`src/source/tomasulo_types.sv`:
```
package tomasulo_types;

localparam int rob_depth = 8;       // Reorder buffer entries
localparam int num_stations = 3;    // ALU reservation stations

// ROB index, doubles as the tag on the CDB
typedef logic [$clog2(rob_depth)-1:0] lc3b_rob_addr;

typedef logic [1:0] station_id_t;

endpackage

```
`src/source/lc3b_types.sv`:
```
package lc3b_types;

typedef logic [15:0] lc3b_word;
typedef logic [2:0] lc3b_reg;

// Only the decoded opcodes get names, all other codes fall to default
typedef enum logic [3:0]
{
	op_br  = 4'b0000,
	op_add = 4'b0001,
	op_and = 4'b0101,
	op_not = 4'b1001,
	op_shf = 4'b1101,
	op_lea = 4'b1110
} lc3b_opcode;

localparam int num_regs = 8;

// Instruction field layout
localparam int imm_flag_bit = 5;    // Selects immediate form of ADD and AND
localparam int imm5_width = 5;
localparam int off9_width = 9;
localparam int shamt_width = 4;     // SHF amount in bits 3:0

endpackage
```
`src/source/ooo_core.sv`:
```
`timescale 1ns/100ps

module ooo_core
	import lc3b_types::*, tomasulo_types::*;
(
	input  logic clk,
	input  logic rst_n,
	input  lc3b_word instr,
	input  logic instr_is_new,
	input  lc3b_word curr_pc,
	output logic stall,
	output logic commit_valid,
	output lc3b_reg commit_reg,
	output lc3b_word commit_value,
	output logic commit_writes
);

// CDB
logic cdb_valid;
lc3b_rob_addr cdb_tag;
lc3b_word cdb_data;

// Register status
lc3b_reg sr1, sr2;
logic sr1_busy, sr2_busy;
lc3b_word sr1_value, sr2_value;
lc3b_rob_addr sr1_tag, sr2_tag;
logic reg_claim;
lc3b_reg claim_reg;
lc3b_rob_addr claim_tag;

// Station allocation and dispatch
logic [num_stations-1:0] station_busy;
logic rs_alloc;
station_id_t rs_id;
lc3b_opcode rs_op;
logic [1:0] rs_shift_ctl;
lc3b_word vj, vk;
lc3b_rob_addr qj, qk;
logic vj_valid, vk_valid;
logic disp_valid;
lc3b_opcode disp_op;
logic [1:0] disp_shift_ctl;
lc3b_word disp_a, disp_b;
lc3b_rob_addr disp_tag;

// ROB
logic rob_alloc, rob_ready_in, rob_full;
lc3b_opcode rob_opcode;
lc3b_reg rob_dest;
lc3b_word rob_value_in;
lc3b_rob_addr rob_tail, commit_tag;
logic rob_sr1_ready, rob_sr2_ready;
lc3b_word rob_sr1_value, rob_sr2_value;

issue_control issue_control_inst
(
	.clk, .instr, .instr_is_new, .curr_pc,
	.cdb_valid, .cdb_tag, .cdb_data,
	.station_busy, .rob_full, .rob_tail,
	.rob_sr1_ready, .rob_sr1_value, .rob_sr2_ready, .rob_sr2_value,
	.sr1_busy, .sr1_value, .sr1_tag, .sr2_busy, .sr2_value, .sr2_tag,
	.sr1, .sr2, .stall,
	.rs_alloc, .rs_id, .rs_op, .rs_shift_ctl, .vj, .vk, .qj, .qk, .vj_valid, .vk_valid,
	.rob_alloc, .rob_opcode, .rob_dest, .rob_ready_in, .rob_value_in,
	.reg_claim, .claim_reg, .claim_tag
);

reg_status reg_status_inst
(
	.clk, .rst_n, .sr1, .sr2,
	.sr1_busy, .sr1_value, .sr1_tag, .sr2_busy, .sr2_value, .sr2_tag,
	.reg_claim, .claim_reg, .claim_tag,
	.commit_valid, .commit_reg, .commit_value, .commit_tag
);

alu_stations alu_stations_inst
(
	.clk, .rst_n,
	.rs_alloc, .rs_id, .rs_op, .rs_shift_ctl, .vj, .vk, .qj, .qk, .vj_valid, .vk_valid,
	.rs_tag(rob_tail),     // Destination is the ROB slot being allocated
	.cdb_valid, .cdb_tag, .cdb_data, .station_busy,
	.disp_valid, .disp_op, .disp_shift_ctl, .disp_a, .disp_b, .disp_tag
);

alu_unit alu_unit_inst
(
	.clk, .rst_n,
	.disp_valid, .disp_op, .disp_shift_ctl, .disp_a, .disp_b, .disp_tag,
	.cdb_valid, .cdb_tag, .cdb_data
);

reorder_buffer reorder_buffer_inst
(
	.clk, .rst_n,
	.rob_alloc, .rob_opcode, .rob_dest, .rob_ready_in, .rob_value_in,
	.rob_tail, .rob_full,
	.rd1_tag(sr1_tag),
	.rd2_tag(sr2_tag),
	.rob_sr1_ready, .rob_sr1_value, .rob_sr2_ready, .rob_sr2_value,
	.cdb_valid, .cdb_tag, .cdb_data,
	.commit_valid, .commit_reg, .commit_value, .commit_tag, .commit_writes
);

endmodule : ooo_core

```
`src/source/reorder_buffer.sv`:
```
`timescale 1ns/100ps

module reorder_buffer
	import lc3b_types::*, tomasulo_types::*;
(
	input  logic clk,
	input  logic rst_n,
	input  logic rob_alloc,
	input  lc3b_opcode rob_opcode,
	input  lc3b_reg rob_dest,
	input  logic rob_ready_in,
	input  lc3b_word rob_value_in,
	output lc3b_rob_addr rob_tail,
	output logic rob_full,
	input  lc3b_rob_addr rd1_tag,
	input  lc3b_rob_addr rd2_tag,
	output logic rob_sr1_ready,
	output lc3b_word rob_sr1_value,
	output logic rob_sr2_ready,
	output lc3b_word rob_sr2_value,
	input  logic cdb_valid,
	input  lc3b_rob_addr cdb_tag,
	input  lc3b_word cdb_data,
	output logic commit_valid,
	output lc3b_reg commit_reg,
	output lc3b_word commit_value,
	output lc3b_rob_addr commit_tag,
	output logic commit_writes
);

lc3b_opcode opc [rob_depth];
lc3b_reg dst [rob_depth];
lc3b_word val [rob_depth];
logic [rob_depth-1:0] rdy;
lc3b_rob_addr head, tail;
logic [$clog2(rob_depth):0] count;

assign rob_tail = tail;
assign rob_full = (count == rob_depth);

assign rob_sr1_ready = rdy[rd1_tag];
assign rob_sr1_value = val[rd1_tag];
assign rob_sr2_ready = rdy[rd2_tag];
assign rob_sr2_value = val[rd2_tag];

// Retire the head as soon as its result is in
assign commit_valid = (count != '0) && rdy[head];
assign commit_reg = dst[head];
assign commit_value = val[head];
assign commit_tag = head;
assign commit_writes = commit_valid && (opc[head] inside {op_add, op_and, op_not, op_shf, op_lea});

always_ff @(posedge clk)
begin
	if (!rst_n)
	begin
		head <= '0;
		tail <= '0;
		count <= '0;
		rdy <= '0;
	end
	else
	begin
		if (rob_alloc)
		begin
			rdy[tail] <= rob_ready_in;
			tail <= tail + 1'b1;      // Wraps at rob_depth
		end
		if (cdb_valid)
			rdy[cdb_tag] <= 1'b1;
		if (commit_valid)
		begin
			rdy[head] <= 1'b0;
			head <= head + 1'b1;
		end
		case ({rob_alloc, commit_valid})
			2'b10: count <= count + 1'b1;
			2'b01: count <= count - 1'b1;
			default:;
		endcase
	end
end

always_ff @(posedge clk)
begin
	if (rob_alloc)
	begin
		opc[tail] <= rob_opcode;
		dst[tail] <= rob_dest;
		val[tail] <= rob_value_in;
	end
	if (cdb_valid)
		val[cdb_tag] <= cdb_data;
end

endmodule : reorder_buffer

```
`src/source/alu_unit.sv`:
```
`timescale 1ns/100ps

module alu_unit
	import lc3b_types::*, tomasulo_types::*;
(
	input  logic clk,
	input  logic rst_n,
	input  logic disp_valid,
	input  lc3b_opcode disp_op,
	input  logic [1:0] disp_shift_ctl,
	input  lc3b_word disp_a,
	input  lc3b_word disp_b,
	input  lc3b_rob_addr disp_tag,
	output logic cdb_valid,
	output lc3b_rob_addr cdb_tag,
	output lc3b_word cdb_data
);

lc3b_word result;
logic [shamt_width-1:0] amount;

assign amount = disp_b[shamt_width-1:0];

always_comb
begin
	case (disp_op)
		op_add: result = disp_a + disp_b;
		op_and: result = disp_a & disp_b;
		op_not: result = ~disp_a;
		op_shf:
		begin
			case (disp_shift_ctl)
				2'b01: result = disp_a >> amount;             // Logical right
				2'b11: result = $signed(disp_a) >>> amount;   // Arithmetic right
				default: result = disp_a << amount;
			endcase
		end
		default: result = '0;
	endcase
end

// One broadcast per dispatch
always_ff @(posedge clk)
begin
	if (!rst_n)
		cdb_valid <= 1'b0;
	else
		cdb_valid <= disp_valid;
	cdb_tag <= disp_tag;
	cdb_data <= result;
end

endmodule : alu_unit

```
`src/source/alu_stations.sv`:
```
`timescale 1ns/100ps

module alu_stations
	import lc3b_types::*, tomasulo_types::*;
(
	input  logic clk,
	input  logic rst_n,
	input  logic rs_alloc,
	input  station_id_t rs_id,
	input  lc3b_opcode rs_op,
	input  logic [1:0] rs_shift_ctl,
	input  lc3b_word vj,
	input  lc3b_word vk,
	input  lc3b_rob_addr qj,
	input  lc3b_rob_addr qk,
	input  logic vj_valid,
	input  logic vk_valid,
	input  lc3b_rob_addr rs_tag,
	input  logic cdb_valid,
	input  lc3b_rob_addr cdb_tag,
	input  lc3b_word cdb_data,
	output logic [num_stations-1:0] station_busy,
	output logic disp_valid,
	output lc3b_opcode disp_op,
	output logic [1:0] disp_shift_ctl,
	output lc3b_word disp_a,
	output lc3b_word disp_b,
	output lc3b_rob_addr disp_tag
);

logic [num_stations-1:0] busy, j_ok, k_ok;
lc3b_opcode op [num_stations];
logic [1:0] shift_ctl [num_stations];
lc3b_word a_val [num_stations];
lc3b_word b_val [num_stations];
lc3b_rob_addr j_tag [num_stations];
lc3b_rob_addr k_tag [num_stations];
lc3b_rob_addr dest [num_stations];
// Age stamp, one bit per entry that was allocated earlier
logic [num_stations-1:0] older [num_stations];
logic [num_stations-1:0] ready, pick;
station_id_t pick_id;

assign station_busy = busy;
assign ready = busy & j_ok & k_ok;

always_comb
begin
	pick = '0;
	pick_id = '0;
	for (int i = 0; i < num_stations; i++)
	begin
		if (ready[i] && !(|(older[i] & ready)))
		begin
			pick[i] = 1'b1;
			pick_id = station_id_t'(i);
		end
	end
end

assign disp_valid = |pick;
assign disp_op = op[pick_id];
assign disp_shift_ctl = shift_ctl[pick_id];
assign disp_a = a_val[pick_id];
assign disp_b = b_val[pick_id];
assign disp_tag = dest[pick_id];

always_ff @(posedge clk)
begin
	if (!rst_n)
	begin
		busy <= '0;
		for (int i = 0; i < num_stations; i++)
			older[i] <= '0;
	end
	else
	begin
		for (int i = 0; i < num_stations; i++)
		begin
			if (pick[i])
				busy[i] <= 1'b0;
			if (rs_alloc)
				older[i][rs_id] <= 1'b0;   // New entry is younger than all
		end
		if (rs_alloc)
		begin
			busy[rs_id] <= 1'b1;
			older[rs_id] <= busy & ~pick;
		end
	end
end

// Operand capture, from issue or snooped off the CDB
always_ff @(posedge clk)
begin
	for (int i = 0; i < num_stations; i++)
	begin
		if (cdb_valid && busy[i] && !j_ok[i] && j_tag[i] == cdb_tag)
		begin
			a_val[i] <= cdb_data;
			j_ok[i] <= 1'b1;
		end
		if (cdb_valid && busy[i] && !k_ok[i] && k_tag[i] == cdb_tag)
		begin
			b_val[i] <= cdb_data;
			k_ok[i] <= 1'b1;
		end
	end
	if (rs_alloc)
	begin
		op[rs_id] <= rs_op;
		shift_ctl[rs_id] <= rs_shift_ctl;
		a_val[rs_id] <= vj;
		b_val[rs_id] <= vk;
		j_tag[rs_id] <= qj;
		k_tag[rs_id] <= qk;
		j_ok[rs_id] <= vj_valid;
		k_ok[rs_id] <= vk_valid;
		dest[rs_id] <= rs_tag;
	end
end

endmodule : alu_stations

```
`src/source/reg_status.sv`:
```
`timescale 1ns/100ps

module reg_status
	import lc3b_types::*, tomasulo_types::*;
(
	input  logic clk,
	input  logic rst_n,
	input  lc3b_reg sr1,
	input  lc3b_reg sr2,
	output logic sr1_busy,
	output lc3b_word sr1_value,
	output lc3b_rob_addr sr1_tag,
	output logic sr2_busy,
	output lc3b_word sr2_value,
	output lc3b_rob_addr sr2_tag,
	input  logic reg_claim,
	input  lc3b_reg claim_reg,
	input  lc3b_rob_addr claim_tag,
	input  logic commit_valid,
	input  lc3b_reg commit_reg,
	input  lc3b_word commit_value,
	input  lc3b_rob_addr commit_tag
);

lc3b_word regs [num_regs];
lc3b_rob_addr tags [num_regs];   // Youngest producer of each register
logic [num_regs-1:0] busy;

assign sr1_busy = busy[sr1];
assign sr1_value = regs[sr1];
assign sr1_tag = tags[sr1];
assign sr2_busy = busy[sr2];
assign sr2_value = regs[sr2];
assign sr2_tag = tags[sr2];

always_ff @(posedge clk)
begin
	if (!rst_n)
	begin
		busy <= '0;
		for (int i = 0; i < num_regs; i++)
		begin
			regs[i] <= '0;
			tags[i] <= '0;
		end
	end
	else
	begin
		if (commit_valid)
		begin
			regs[commit_reg] <= commit_value;
			// A younger producer keeps the register busy
			if (tags[commit_reg] == commit_tag)
				busy[commit_reg] <= 1'b0;
		end
		if (reg_claim)
		begin
			busy[claim_reg] <= 1'b1;     // Overrides a clear on the same edge
			tags[claim_reg] <= claim_tag;
		end
	end
end

endmodule : reg_status

```
`src/source/issue_control.sv`:
```
`timescale 1ns/100ps

module issue_control
	import lc3b_types::*, tomasulo_types::*;
(
	input  logic clk,
	input  lc3b_word instr,
	input  logic instr_is_new,
	input  lc3b_word curr_pc,
	input  logic cdb_valid,
	input  lc3b_rob_addr cdb_tag,
	input  lc3b_word cdb_data,
	input  logic [num_stations-1:0] station_busy,
	input  logic rob_full,
	input  lc3b_rob_addr rob_tail,
	input  logic rob_sr1_ready,
	input  lc3b_word rob_sr1_value,
	input  logic rob_sr2_ready,
	input  lc3b_word rob_sr2_value,
	input  logic sr1_busy,
	input  lc3b_word sr1_value,
	input  lc3b_rob_addr sr1_tag,
	input  logic sr2_busy,
	input  lc3b_word sr2_value,
	input  lc3b_rob_addr sr2_tag,
	output lc3b_reg sr1,
	output lc3b_reg sr2,
	output logic stall,
	output logic rs_alloc,
	output station_id_t rs_id,
	output lc3b_opcode rs_op,
	output logic [1:0] rs_shift_ctl,
	output lc3b_word vj,
	output lc3b_word vk,
	output lc3b_rob_addr qj,
	output lc3b_rob_addr qk,
	output logic vj_valid,
	output logic vk_valid,
	output logic rob_alloc,
	output lc3b_opcode rob_opcode,
	output lc3b_reg rob_dest,
	output logic rob_ready_in,
	output lc3b_word rob_value_in,
	output logic reg_claim,
	output lc3b_reg claim_reg,
	output lc3b_rob_addr claim_tag
);

lc3b_opcode opcode;
lc3b_reg dest;
lc3b_word imm5_sext;
lc3b_word off9_adj;
lc3b_word shamt;
logic is_alu;
logic is_kept;
logic issue;
station_id_t free_id;
logic j_ok, k_ok;
lc3b_word j_val, k_val;
lc3b_rob_addr j_tag, k_tag;

assign opcode = lc3b_opcode'(instr[15:12]);
assign dest = instr[11:9];
assign sr1 = instr[8:6];
assign sr2 = instr[2:0];

assign imm5_sext = {{(16-imm5_width){instr[imm5_width-1]}}, instr[imm5_width-1:0]};
assign off9_adj = {{(15-off9_width){instr[off9_width-1]}}, instr[off9_width-1:0], 1'b0};
assign shamt = {{(16-shamt_width){1'b0}}, instr[shamt_width-1:0]};

assign is_alu = (opcode inside {op_add, op_and, op_not, op_shf});
assign is_kept = is_alu || (opcode == op_lea);

// Unknown opcodes drain without holding fetch
assign stall = instr_is_new && is_kept && (rob_full || (is_alu && (&station_busy)));
assign issue = instr_is_new && is_kept && !stall;

// Register file, then CDB, then ROB, else wait on the tag
function automatic void resolve
(
	input  logic busy,
	input  lc3b_word reg_val,
	input  lc3b_rob_addr tag,
	input  logic rob_ready,
	input  lc3b_word rob_val,
	output logic ok,
	output lc3b_word val,
	output lc3b_rob_addr q
);
	q = tag;
	ok = 1'b1;
	if (!busy)
		val = reg_val;
	else if (cdb_valid && cdb_tag == tag)
		val = cdb_data;
	else if (rob_ready)
		val = rob_val;
	else
	begin
		ok = 1'b0;
		val = '0;
	end
endfunction

always_comb
begin
	free_id = '0;
	for (int i = num_stations - 1; i >= 0; i--)
	begin
		if (!station_busy[i])
			free_id = station_id_t'(i);   // Lowest free wins
	end
end

always_comb
begin
	resolve(sr1_busy, sr1_value, sr1_tag, rob_sr1_ready, rob_sr1_value, j_ok, j_val, j_tag);
	resolve(sr2_busy, sr2_value, sr2_tag, rob_sr2_ready, rob_sr2_value, k_ok, k_val, k_tag);

	rs_alloc = issue && is_alu;
	rs_id = free_id;
	rs_op = opcode;
	rs_shift_ctl = 2'b00;
	vj = j_val;
	qj = j_tag;
	vj_valid = j_ok;
	vk = k_val;
	qk = k_tag;
	vk_valid = k_ok;

	case (opcode)
		op_not:
		begin
			vk = '0;        // Single source
			qk = '0;
			vk_valid = 1'b1;
		end
		op_shf:
		begin
			vk = shamt;
			qk = '0;
			vk_valid = 1'b1;
			rs_shift_ctl = instr[5:4];
		end
		op_add, op_and:
		begin
			if (instr[imm_flag_bit])
			begin
				vk = imm5_sext;
				qk = '0;
				vk_valid = 1'b1;
			end
		end
		default:;
	endcase

	// LEA needs no execution, it enters the ROB finished
	rob_alloc = issue;
	rob_opcode = opcode;
	rob_dest = dest;
	rob_ready_in = (opcode == op_lea);
	rob_value_in = (opcode == op_lea) ? curr_pc + off9_adj : '0;

	reg_claim = issue;
	claim_reg = dest;
	claim_tag = rob_tail;
end

endmodule : issue_control

```
`config.mk`:
```
export PLATFORM = sky130hd
export DESIGN_NAME = ooo_core
export DESIGN_NICKNAME = d
export VERILOG_FILES = /design/src/source/tomasulo_types.sv /design/src/source/lc3b_types.sv /design/src/source/ooo_core.sv /design/src/source/reorder_buffer.sv /design/src/source/alu_unit.sv /design/src/source/alu_stations.sv /design/src/source/reg_status.sv /design/src/source/issue_control.sv
export SDC_FILE = /design/constraint.sdc
export NUM_CORES = 1
export LEC_CHECK = 0
export BUFFER_PORTS_ARGS = -buffer_cell sky130_fd_sc_hd__buf_2
export CAP_MARGIN = 20
export CORE_AREA = 3 3 395 241
export CTS_CLUSTER_SIZE = 12
export DETAILED_ROUTE_END_ITERATION = 6
export DIE_AREA = 0 0 398 244
export PLACE_DENSITY = 0.61
export SYNTH_ARGS = -nofsm -noshare
export SYNTH_HDL_FRONTEND = slang
export SYNTH_SLANG_ARGS = --single-unit
export TNS_END_PERCENT = 100
```
`constraint.sdc`:
```
create_clock -name clk -period 4 [get_ports clk]
set_clock_uncertainty 0.2 [all_clocks]
set_input_delay 0.4 -clock clk [delete_from_list [all_inputs] [get_ports clk]]
set_output_delay 0.4 -clock clk [all_outputs]
set_load 0.02 [all_outputs]
```
* Word level (Yosys, flattened, before mapping)
Memory sizes are Yosys's and may differ from the RTL's. A register that Yosys moved wholly into a read port is not among the register bits. Index checks and enable logic that the tools add are counted.
Word-level totals: output and inout port bits 22, flip-flop bits (word level) 52, RAM bits 486, input port bits 35, logic and storage cells 287, memories kept 13
Operators by class: order comparisons 16, reduce and logical (&&, ||, !) cells 58, mux-type cells 128, add/subtract/negate cells 6, shifts and indexed selects 3, bitwise logic cells 25, eq/ne operators 28
Memories:
- reg_status_inst.regs | words 8, bits a word 16, read ports 2, clocked after Yosys merged registers in 0, write ports 8, RTL line reg_status.sv:25 | lc3b_word regs [num_regs];
- reorder_buffer_inst.val | words 8, bits a word 16, read ports 3, clocked after Yosys merged registers in 1, write ports 2, RTL line reorder_buffer.sv:33 | lc3b_word val [rob_depth];
- alu_stations_inst.a_val | words 3, bits a word 16, read ports 1, clocked after Yosys merged registers in 0, write ports 4, RTL line alu_stations.sv:34 | lc3b_word a_val [num_stations];
- alu_stations_inst.b_val | words 3, bits a word 16, read ports 1, clocked after Yosys merged registers in 0, write ports 4, RTL line alu_stations.sv:35 | lc3b_word b_val [num_stations];
- reorder_buffer_inst.opc | words 8, bits a word 4, read ports 1, clocked after Yosys merged registers in 1, write ports 1, RTL line reorder_buffer.sv:31 | lc3b_opcode opc [rob_depth];
- reg_status_inst.tags | words 8, bits a word 3, read ports 3, clocked after Yosys merged registers in 0, write ports 8, RTL line reg_status.sv:26 | lc3b_rob_addr tags [num_regs];
- 7 more memories
Operators by type and width (count):
- 16-bit two-way mux | 9
- 8-bit two-way mux | 9
- 1-bit two-way mux | 71
- 16-bit one-hot mux with 4 select lines | 1
- 16-bit one-hot mux with 3 select lines | 1
- 3-bit two-way mux | 14
- 4-bit equality test (second input constant) | 9
- 3-bit by 4-bit < comparator with 1-bit output (second input constant) | 9
- 1-bit logical AND | 33
- 16-bit adder | 2
- 16-bit one-hot mux with 2 select lines | 1
- 3-bit equality test | 9
- 3-bit AND | 6
- 16-bit AND | 1
- 8-bit AND | 2
- 16-bit NOT | 1
- 8-bit NOT | 2
- 8-bit OR | 2
- 16-bit OR reduction | 1
- 16-bit by 4-bit left shift with 16-bit output | 1
- 16-bit by 4-bit >> shifter with 16-bit output | 1
- 16-bit by 4-bit >>> shifter with 16-bit output | 1
- 1-bit binary-select mux with 3-bit select | 5
- 1-bit demux with 3-bit select | 5
- other kinds (28) | 68

* Longest topological paths before layout
Gate-level depths: netlist (run 1).
depth after elaboration 14, mapped depth 19, gate-level depth less buffers 15

* Cells and area by module
A second synthesis (run 1) with hierarchy kept.
Second synthesis, totals: cells, all modules 2720, area total of the unflattened synthesis 33492.1 um^2
Modules (own cells, without submodules):
- reorder_buffer | instances 1, cells an instance 685, area an instance 11867.6 um^2, sequential area each 5945.7 um^2
- reg_status | instances 1, cells an instance 571, area an instance 8717.1 um^2, sequential area each 4724.5 um^2
- alu_stations | instances 1, cells an instance 734, area an instance 7624.8 um^2, sequential area each 4684.5 um^2
- alu_unit | instances 1, cells an instance 414, area an instance 3279.4 um^2, sequential area each 400.4 um^2
- issue_control | instances 1, cells an instance 316, area an instance 2003.2 um^2, sequential area each 0.0 um^2

* Worst setup path after synthesis (run 1)
No wires, ideal clock.
path type reg-to-reg, start register alu_stations_inst.busy[2], in the netlist alu_stations_inst.station_busy[2], end register alu_unit_inst.cdb_data[15], path slack -0.096 ns, cell stages (with the launch flop) 18, data arrival time 3.768 ns, path buffers 4, data required time 3.673 ns, period minus slack after synthesis 4.096 ns, setup time 0.127 ns, cells stage by stage dfxtp_1 > buf_4 > nand4_1 > clkbuf_1 > nand3_1 > buf_2 > buf_1 > mux2i_1 > o21ai_0 > ha_1 > or2_2 > a21o_1 > a311oi_1 > o21bai_1 > a21oi_1 > xor2_1 > a2bb2oi_1 > o21ai_0
On the way: longest elaborated chain between the ends 12, elaborated cells between the ends (all ways) 30, classes of those cells 1 x add/sub; 6 x eq/ne; 3 x shift; 4 x mux; 6 x bitwise; 6 x reduce/logical; 4 x memory
RTL lines:
- start, declared | RTL line alu_stations.sv:31 | logic [num_stations-1:0] busy, j_ok, k_ok;
- start signal, assigned | RTL line alu_stations.sv:72 | busy <= '0;
- start signal, assigned by index | RTL line alu_stations.sv:81 | busy[i] <= 1'b0;
- start signal, assigned by index | RTL line alu_stations.sv:87 | busy[rs_id] <= 1'b1;
- 3-bit AND * (2 in series) | RTL line alu_stations.sv:45 | assign ready = busy & j_ok & k_ok;
- 3-bit AND | RTL line alu_stations.sv:53 | if (ready[i] && !(|(older[i] & ready)))
- 3-bit OR reduction | RTL line alu_stations.sv:53
- 1-bit zero test | RTL line alu_stations.sv:53
- 1-bit logical AND | RTL line alu_stations.sv:53
- 1-bit two-way mux | RTL line alu_stations.sv:53
- 2-bit two-way mux * | RTL line alu_stations.sv:53
- parallel branches: the longest is 3 deep, another holds memory read 3 x 16 bit
- 16-bit one-hot mux with 4 select lines * | RTL line alu_unit.sv:26 | case (disp_op)
- net alu_unit_inst.result[15] | RTL line alu_unit.sv:19 | lc3b_word result;
- end signal, assigned | RTL line alu_unit.sv:50 | cdb_data <= result;
- end, declared | RTL line alu_unit.sv:16 | output lc3b_word cdb_data
Mark *: on every way through the listed nets, which the timed path passes. A chain may end at the register's enable or synchronous reset.

==> flow_summary.json, run 1 <==
{
  "worst_hold_path_ep": "reorder_buffer_inst.opc[7][1]",
  "worst-r2r-cell-count": 15,
  "die_extent_in_y_um": 244,
  "run_status": "finished, final reports clean",
  "layout-area-overhead-vs-synth_pct": 14.5,
  "setup.worst_path.start": "alu_stations_inst.older[1][1]",
  "setup_viol": 0,
  "synth.ff_latch_count": 544,
  "num-nets-final": 3228,
  "clk_transition_reported_paths_ps": 60,
  "max_clock_freq_mhz": 258,
  "num_io_pins": 57,
  "grt_antenna_before_repair": 0,
  "worst_ep_required_time_ps": 4310,
  "portBuffers": 56,
  "top_layer": "met4",
  "finish.instance_area_mm2": 0.0367,
  "critPathMaxFanout": 7,
  "layout-drive-gt1-share_pct": 19.0,
  "nFillCells": 8777,
  "ys.flop_type": "sky130_fd_sc_hd__edfxtp_1",
  "drt_pre_antenna_iters": 6,
  "placement.cell_area_mm2": 0.0348,
  "criticalPathCategory": "reg2reg",
  "hold_depth": 2,
  "postRouteAntennaNets": 0,
  "count_of_mapped_cells_out_of_synthesis": 3060,
  "via_count_of_the_first_global_routing_pass": 24400,
  "peakVddDrop_mv": 0.341,
  "power_per_cell_area_mw_per_mm2": 353,
  "design_power_total_mw": 13.0,
  "die_x_um": 398,
  "synthTopCellsByCount": "sky130_fd_sc_hd__nand2_1, sky130_fd_sc_hd__edfxtp_1, sky130_fd_sc_hd__nor2_1",
  "synth_top_cell_by_area": "sky130_fd_sc_hd__edfxtp_1",
  "cts-root-to-sink-buffers": 3,
  "critical_path.max_stage_delay_ps": 370,
  "cts_root_buffer": "sky130_fd_sc_hd__clkbuf_16",
  "clock_buffers_created_by_tritoncts": 53,
  "yosys-top-cells-area": "sky130_fd_sc_hd__edfxtp_1, sky130_fd_sc_hd__mux4_2, sky130_fd_sc_hd__nand2_1",
  "worst_slack_ps": 127,
  "num_rows": 86,
  "async_s_r_ff_share_synth_pct": 0,
  "grt_start_max_net_pins": 70,
  "coreArea_mm2": 0.0916,
  "num_vias": 26600,
  "cp-end-kind": "flip-flop",
  "wl_met1_um": 50300,
  "ys.warnings.count": 0,
  "origin_of_the_worst_min_delay_path": "instr[13]",
  "synth.area.mux_share_pct": 13.9,
  "layout_worst_path_cycle_share_pct": 96.8,
  "dr.first_iter.drc_count": 4203,
  "slew_headroom_pct": 27.5,
  "maxSlewViolCount": 0,
  "detail_route.wl_per_cell_um": 26.4,
  "met2_wirelength_um": 44100,
  "yosysMostFrequentCell": "sky130_fd_sc_hd__nand2_1",
  "cts_tree": "done",
  "min-delay-path-class": "in2reg",
  "critical_path.startpoint_type": "flip-flop",
  "grt_remaining_overflow": 0,
  "preCtsSetupSlack_ps": 50.3,
  "drc_errors": 0,
  "effective_utilization_at_floorplan_pct": 35.0,
  "crit_slowest_cell": "sky130_fd_sc_hd__edfxtp_1",
  "worstSkewPairLatency_ps": 640,
  "reg2reg_slack_ps": 130,
  "synth_simple_gate_area_share_pct": 15.8,
  "routabilityCongestion": 1.02,
  "viasPerCell": 6.00,
  "post_synth_cell_types": 87,
  "hold_viol_final": 0,
  "post-dp-hpwl_um": 83500,
  "power_leakage_nw": 13.1,
  "grt_util_all_layers_pct": 23.5,
  "worstReg2RegStart": "alu_stations_inst.older[1][1]",
  "dominant_combinational_cell_family_by_area_after_synthesis": "simple AND/OR/NAND/NOR gates",
  "cap_viol_max_count": 0,
  "clock_sinks": 544,
  "timing.critical_path.arrival_ps": 4180,
  "critical_path_cell_by_cell": "nand4b_1 -> buf_6 -> o31ai_1 -> a31o_2 -> inv_1 -> ha_1 -> a211oi_2 -> o211a_1 -> o211ai_1 -> a311oi_2 -> o21bai_1 -> a21oi_1 -> xor2_1 -> a2bb2oi_2 -> o21ai_1",
  "synth_enable_flop_cells": 486,
  "post_synthesis_instance_area_mm2": 0.0321,
  "met3_length_um": 20200,
  "syn_avg_cell_area_um2": 10.5,
  "grt_first_pass_wirelength_um": 169000,
  "cts.htree.levels": 2,
  "synth_top_area_share_pct": 45.5,
  "drt-total-wl_um": 117000,
  "synth-compound-area-share_pct": 14.0,
  "dieArea_mm2": 0.0971,
  "timing_worst_slew_pin_value_ps": 1070,
  "synthAdderAreaFrac_pct": 1.59,
  "yosys.area_share.xor_xnor_pct": 1.61,
  "worstReg2RegEnd": "alu_unit_inst.cdb_data[15]",
  "sequential_share_of_the_synthesized_area_pct": 49.1,
  "post-route-min-period_ps": 3870
}
## flip-flops by register name, summed over array words and instances (netlist names), 4 cells and up, named ones only
name,flops
alu_stations_inst.a_val,48
alu_stations_inst.b_val,48
alu_stations_inst.dest,9
alu_stations_inst.j_tag,9
alu_stations_inst.k_tag,9
alu_stations_inst.older,9
alu_stations_inst.op,12
alu_stations_inst.shift_ctl,6
alu_unit_inst.cdb_data,16
reg_status_inst.busy,8
reg_status_inst.regs,128
reg_status_inst.tags,24
reorder_buffer_inst.count,4
reorder_buffer_inst.dst,24
reorder_buffer_inst.opc,32
reorder_buffer_inst.rdy,8
reorder_buffer_inst.val,128
## layer usage
layer / up-vias / global-route usage, %
li1: 11600 / -
met1: 13000 / 35.6
met2: 1839 / 29.8
met3: 168 / 10.8
met4: 0 / 4.83
met5: - / 0
## power breakdown
group          switching (mW)  internal (mW)
Sequential             0.0696           6.25
Clock                    2.23           2.82
Combinational            1.04          0.546
## final cells by class
type                    instances  area [um^2]  area share (%)
inverters                      49          184           0.501
diodes                          1         2.50         0.00682
clock inverters                 6          141           0.385
clock buffers                  91         1520            4.14
well taps                    1232         1540            4.20
multi-input cells            2208        15200            41.5
flip-flops and latches        544        15800            42.9
repair buffers                298         2330            6.35
## placed cells by master (no fill, tap or decap), drive strengths merged, types with 26 or more instances in the layout
master / n
and2: 54
a311oi: 32
dfxtp: 58
buf: 290
a31oi: 62
mux4: 124
ha: 36
mux2: 27
nand2: 497
a211oi: 50
nand2b: 33
nand4: 29
o31ai: 26
o21ai: 244
clkbuf: 93
inv: 48
xor2: 38
nor3: 45
nand3: 40
mux2i: 127
nor2: 274
edfxtp: 486
and3: 60
a21oi: 168
nor4: 32
## worst max-delay path, delay by kind of cell (launching register included)
kind	cells	cell delay (ps)
AOI/OAI and AO/OA	10	2020
xor gates and xnor gates	1	200
adders and majority gates	1	320
buffers and inverters	2	300
DFF	1	370
and+or+nand+nor	1	320
## worst max path at each step
| stage | end | slack (ps) | depth (start not counted) |
|---|---|---|---|
| floorplan | alu_unit_inst.cdb_data[14] | 10 | 18 |
| global placement | alu_unit_inst.cdb_data[12] | 60 | 17 |
| detailed placement | alu_unit_inst.cdb_data[15] | 50 | 15 |
| CTS | alu_unit_inst.cdb_data[15] | 70 | 15 |
| global route | alu_unit_inst.cdb_data[15] | -20 | 14 |
| finish | alu_unit_inst.cdb_data[15] | 130 | 15 |
## metrics by stage
step | TNS (ps) | utilization [%] | cells | hold WS, ps
2_1_floorplan | 0 | - | 3062 | 218
3_3_place_gp | 0 | 38.0 | 4314 | 230
3_5_place_dp | 0 | 38.0 | 4314 | 235
4_1_cts | 0 | 39.9 | 4417 | 46.0
5_1_grt | -16.1 | 40.1 | 4428 | 72.6
6_report | 0 | 40.1 | 4429 | 81.9
## kinds of logic after synthesis
logic type | after synthesis
xor gates and xnor gates | 59
adders and majority gates | 39
muxes | 278
buffers and inverters | 310
other | 1
DFF | 544
AOI/OAI and AO/OA | 710
and+or+nand+nor | 1119
## timing repair
item	CTS	global route
endpoints found under the hold margin	44	0
gates resized for setup	0	22
setup buffers	0	8
endpoints found under the setup margin	0	4
hold buffers	6	0
Power figures use the tool's default switching activity.
==> inputs of run 2 (changes only) <==
MAX_ROUTING_LAYER = met4   (was default)
==> run 2 against run 1 <==
  * Fmax rose by 0.66%
  * Die area stayed put
  * Non-clock buffer count fell by 3
  * Critical path depth down 1
  * Power down 0.93%
  * Sequential power hardly changed
  * Sequential share of layout area up 0.13 points
  * Via count about the same
  * Clock power is 2% lower
  * Worst setup slack improved by 26 ps
  * Sequential cell count stayed put
  * Critical path type unchanged
  * Highest routed layer unchanged
==> flow_summary.json, run 2 (same netlist as run 1, synthesis figures left out) <==
{
  "grt_remaining_overflow": 0,
  "design_power_total_mw": 12.8,
  "die_extent_in_y_um": 244,
  "clock_sinks": 544,
  "die_x_um": 398,
  "finalSetupTns_ps": 0,
  "min-delay-path-class": "in2reg",
  "max_clock_freq_mhz": 260,
  "postRouteAntennaNets": 0,
  "drt-total-wl_um": 117000,
  "coreArea_mm2": 0.0916,
  "drt_pre_antenna_iters": 6,
  "via_count_of_the_first_global_routing_pass": 24200,
  "cts-root-to-sink-buffers": 3,
  "num-nets-final": 3226,
  "clock_buffers_created_by_tritoncts": 54,
  "p_switching_mw": 3.40,
  "maxSlewViolCount": 0,
  "criticalPathCategory": "reg2reg",
  "grt_antenna_before_repair": 6,
  "critPathMaxFanout": 9,
  "power_leakage_nw": 13.0,
  "effective_utilization_at_floorplan_pct": 35.0,
  "peakVddDrop_mv": 0.274,
  "critical_path.startpoint_type": "flip-flop",
  "nFillCells": 8829,
  "cap_viol_max_count": 0,
  "share_comb_of_total_power_pct": 12.2,
  "cts_tree": "done",
  "hold_viol_final": 0,
  "mostFrequentLayoutCells": "sky130_fd_sc_hd__nand2_1, sky130_fd_sc_hd__edfxtp_1, sky130_fd_sc_hd__nor2_1",
  "layout_commonest_cell": "sky130_fd_sc_hd__nand2_1",
  "viasPerCell": 5.99,
  "cts.htree.levels": 2,
  "timing.critical_path.arrival_ps": 4140,
  "layout-drive-gt1-share_pct": 19.2,
  "power.internal_mw": 9.43,
  "power_per_cell_area_mw_per_mm2": 351,
  "timing_worst_slew_pin_value_ps": 1150,
  "worst_slack_ps": 153,
  "routabilityCongestion": 1.05,
  "worst_ep_required_time_ps": 4290,
  "clock_power_share_pct": 38.6,
  "clk_transition_reported_paths_ps": 70,
  "grt_start_max_net_pins": 61,
  "run_status": "finished, final reports clean",
  "grt_first_pass_wirelength_um": 169000,
  "reg.largest.list": "reg_status_inst.regs (128), reorder_buffer_inst.val (128)",
  "layout-area-overhead-vs-synth_pct": 14.1,
  "num_io_pins": 57,
  "detail_route.wl_per_cell_um": 26.4,
  "switching_share_pct": 26.5,
  "cp-end-kind": "flip-flop",
  "grt_util_all_layers_pct": 24.1,
  "pwr-share-seq_pct": 49.2,
  "post-route-min-period_ps": 3850,
  "dieArea_mm2": 0.0971,
  "num_rows": 86,
  "cts_root_buffer": "sky130_fd_sc_hd__clkbuf_16",
  "portBuffers": 56,
  "worstSkewPairLatency_ps": 640,
  "drc_errors": 0,
  "preCtsSetupSlack_ps": 100,
  "layout_worst_path_cycle_share_pct": 96.2,
  "slew_headroom_pct": 23.0,
  "num_vias": 26600,
  "post-dp-hpwl_um": 83600,
  "setup_viol": 0,
  "dr.first_iter.drc_count": 4124
}
run 2: cell types whose count changed in the layout (fill, tap and decap cells not counted), sizes merged:
cell	previous run	this run
buf	290	292
bufinv	4	0
clkbuf	93	94
clkinv	3	6
clkinvlp	0	1
diode	1	3
dlygate4sd3	6	3
inv	48	49
run 2: critical path, stage by stage (launching register included):
cell and delay, ps:
sky130_fd_sc_hd__dfxtp_1 430, sky130_fd_sc_hd__nand4b_2 230, sky130_fd_sc_hd__or3_4 510, sky130_fd_sc_hd__buf_4 200
sky130_fd_sc_hd__a31oi_1 420, sky130_fd_sc_hd__ha_1 410, sky130_fd_sc_hd__o2111ai_1 140, sky130_fd_sc_hd__o211ai_1 130
sky130_fd_sc_hd__buf_4 170, sky130_fd_sc_hd__a311oi_2 230, sky130_fd_sc_hd__o21bai_1 90, sky130_fd_sc_hd__a21oi_1 170
sky130_fd_sc_hd__xor2_1 160, sky130_fd_sc_hd__a2bb2oi_1 150, sky130_fd_sc_hd__o21ai_0 90
run 2: cell type report:
cell class	count	area, um^2	area share, %
timing repair buffer	295	2250	6.14
inverter	49	184	0.503
clock buffer	94	1570	4.30
multi-input combinational	2208	15200	41.6
tap	1232	1540	4.21
antenna	3	7.51	0.0205
sequential	544	15800	43.1
clock inverter	7	42.5	0.116
run 2: metal layers:
layer	vias up	wire, um	global-route usage (%)
met2	1765	44600	30.1
met1	13000	50900	35.7
li1	11600	-	-
met4	0	2430	4.83
met5	-	0	-
met3	167	19300	10.2
run 2: path summary, 6_finish.rpt:
check	from	slack, ps	cells after the start	endpoint
worst max-delay path	alu_stations_inst.j_ok[2]	150	14	alu_unit_inst.cdb_data[15]
worst min-delay path	instr[14]	10	2	alu_stations_inst.op[0][2]
worst min register to register	alu_stations_inst.dest[2][2]	260	2	alu_unit_inst.cdb_tag[2]
worst max register to register	alu_stations_inst.j_ok[2]	150	14	alu_unit_inst.cdb_data[15]
run 2: what timing repair did:
item	4_1_cts	5_1_grt
buffers inserted	0	5
resized for setup	2	23
hold buffers	3	0
hold endpoints to repair	18	0
pin swaps	0	8
setup endpoints to repair	2	6
run 2: per-stage QoR:
step	std cells	hold slack, ps	util (%)	instance area (um^2)
after global placement	4319	243	38.0	34800
after CTS	4423	1.26	39.8	36400
after detailed placement	4319	239	38.0	34800
final	4432	11.6	40.0	36600
after floorplan	3062	218	-	32100
after global routing	4432	17.5	40.0	36600
run 2: power by group through the flow:
stage	clock network, mW	registers (mW)	logic, mW
floorplan	0	6.40	0.918
global placement	0	6.43	1.49
CTS	4.97	6.31	1.51
finish	4.95	6.31	1.57
detailed placement	0	6.43	1.50
global route	5.19	6.32	1.65
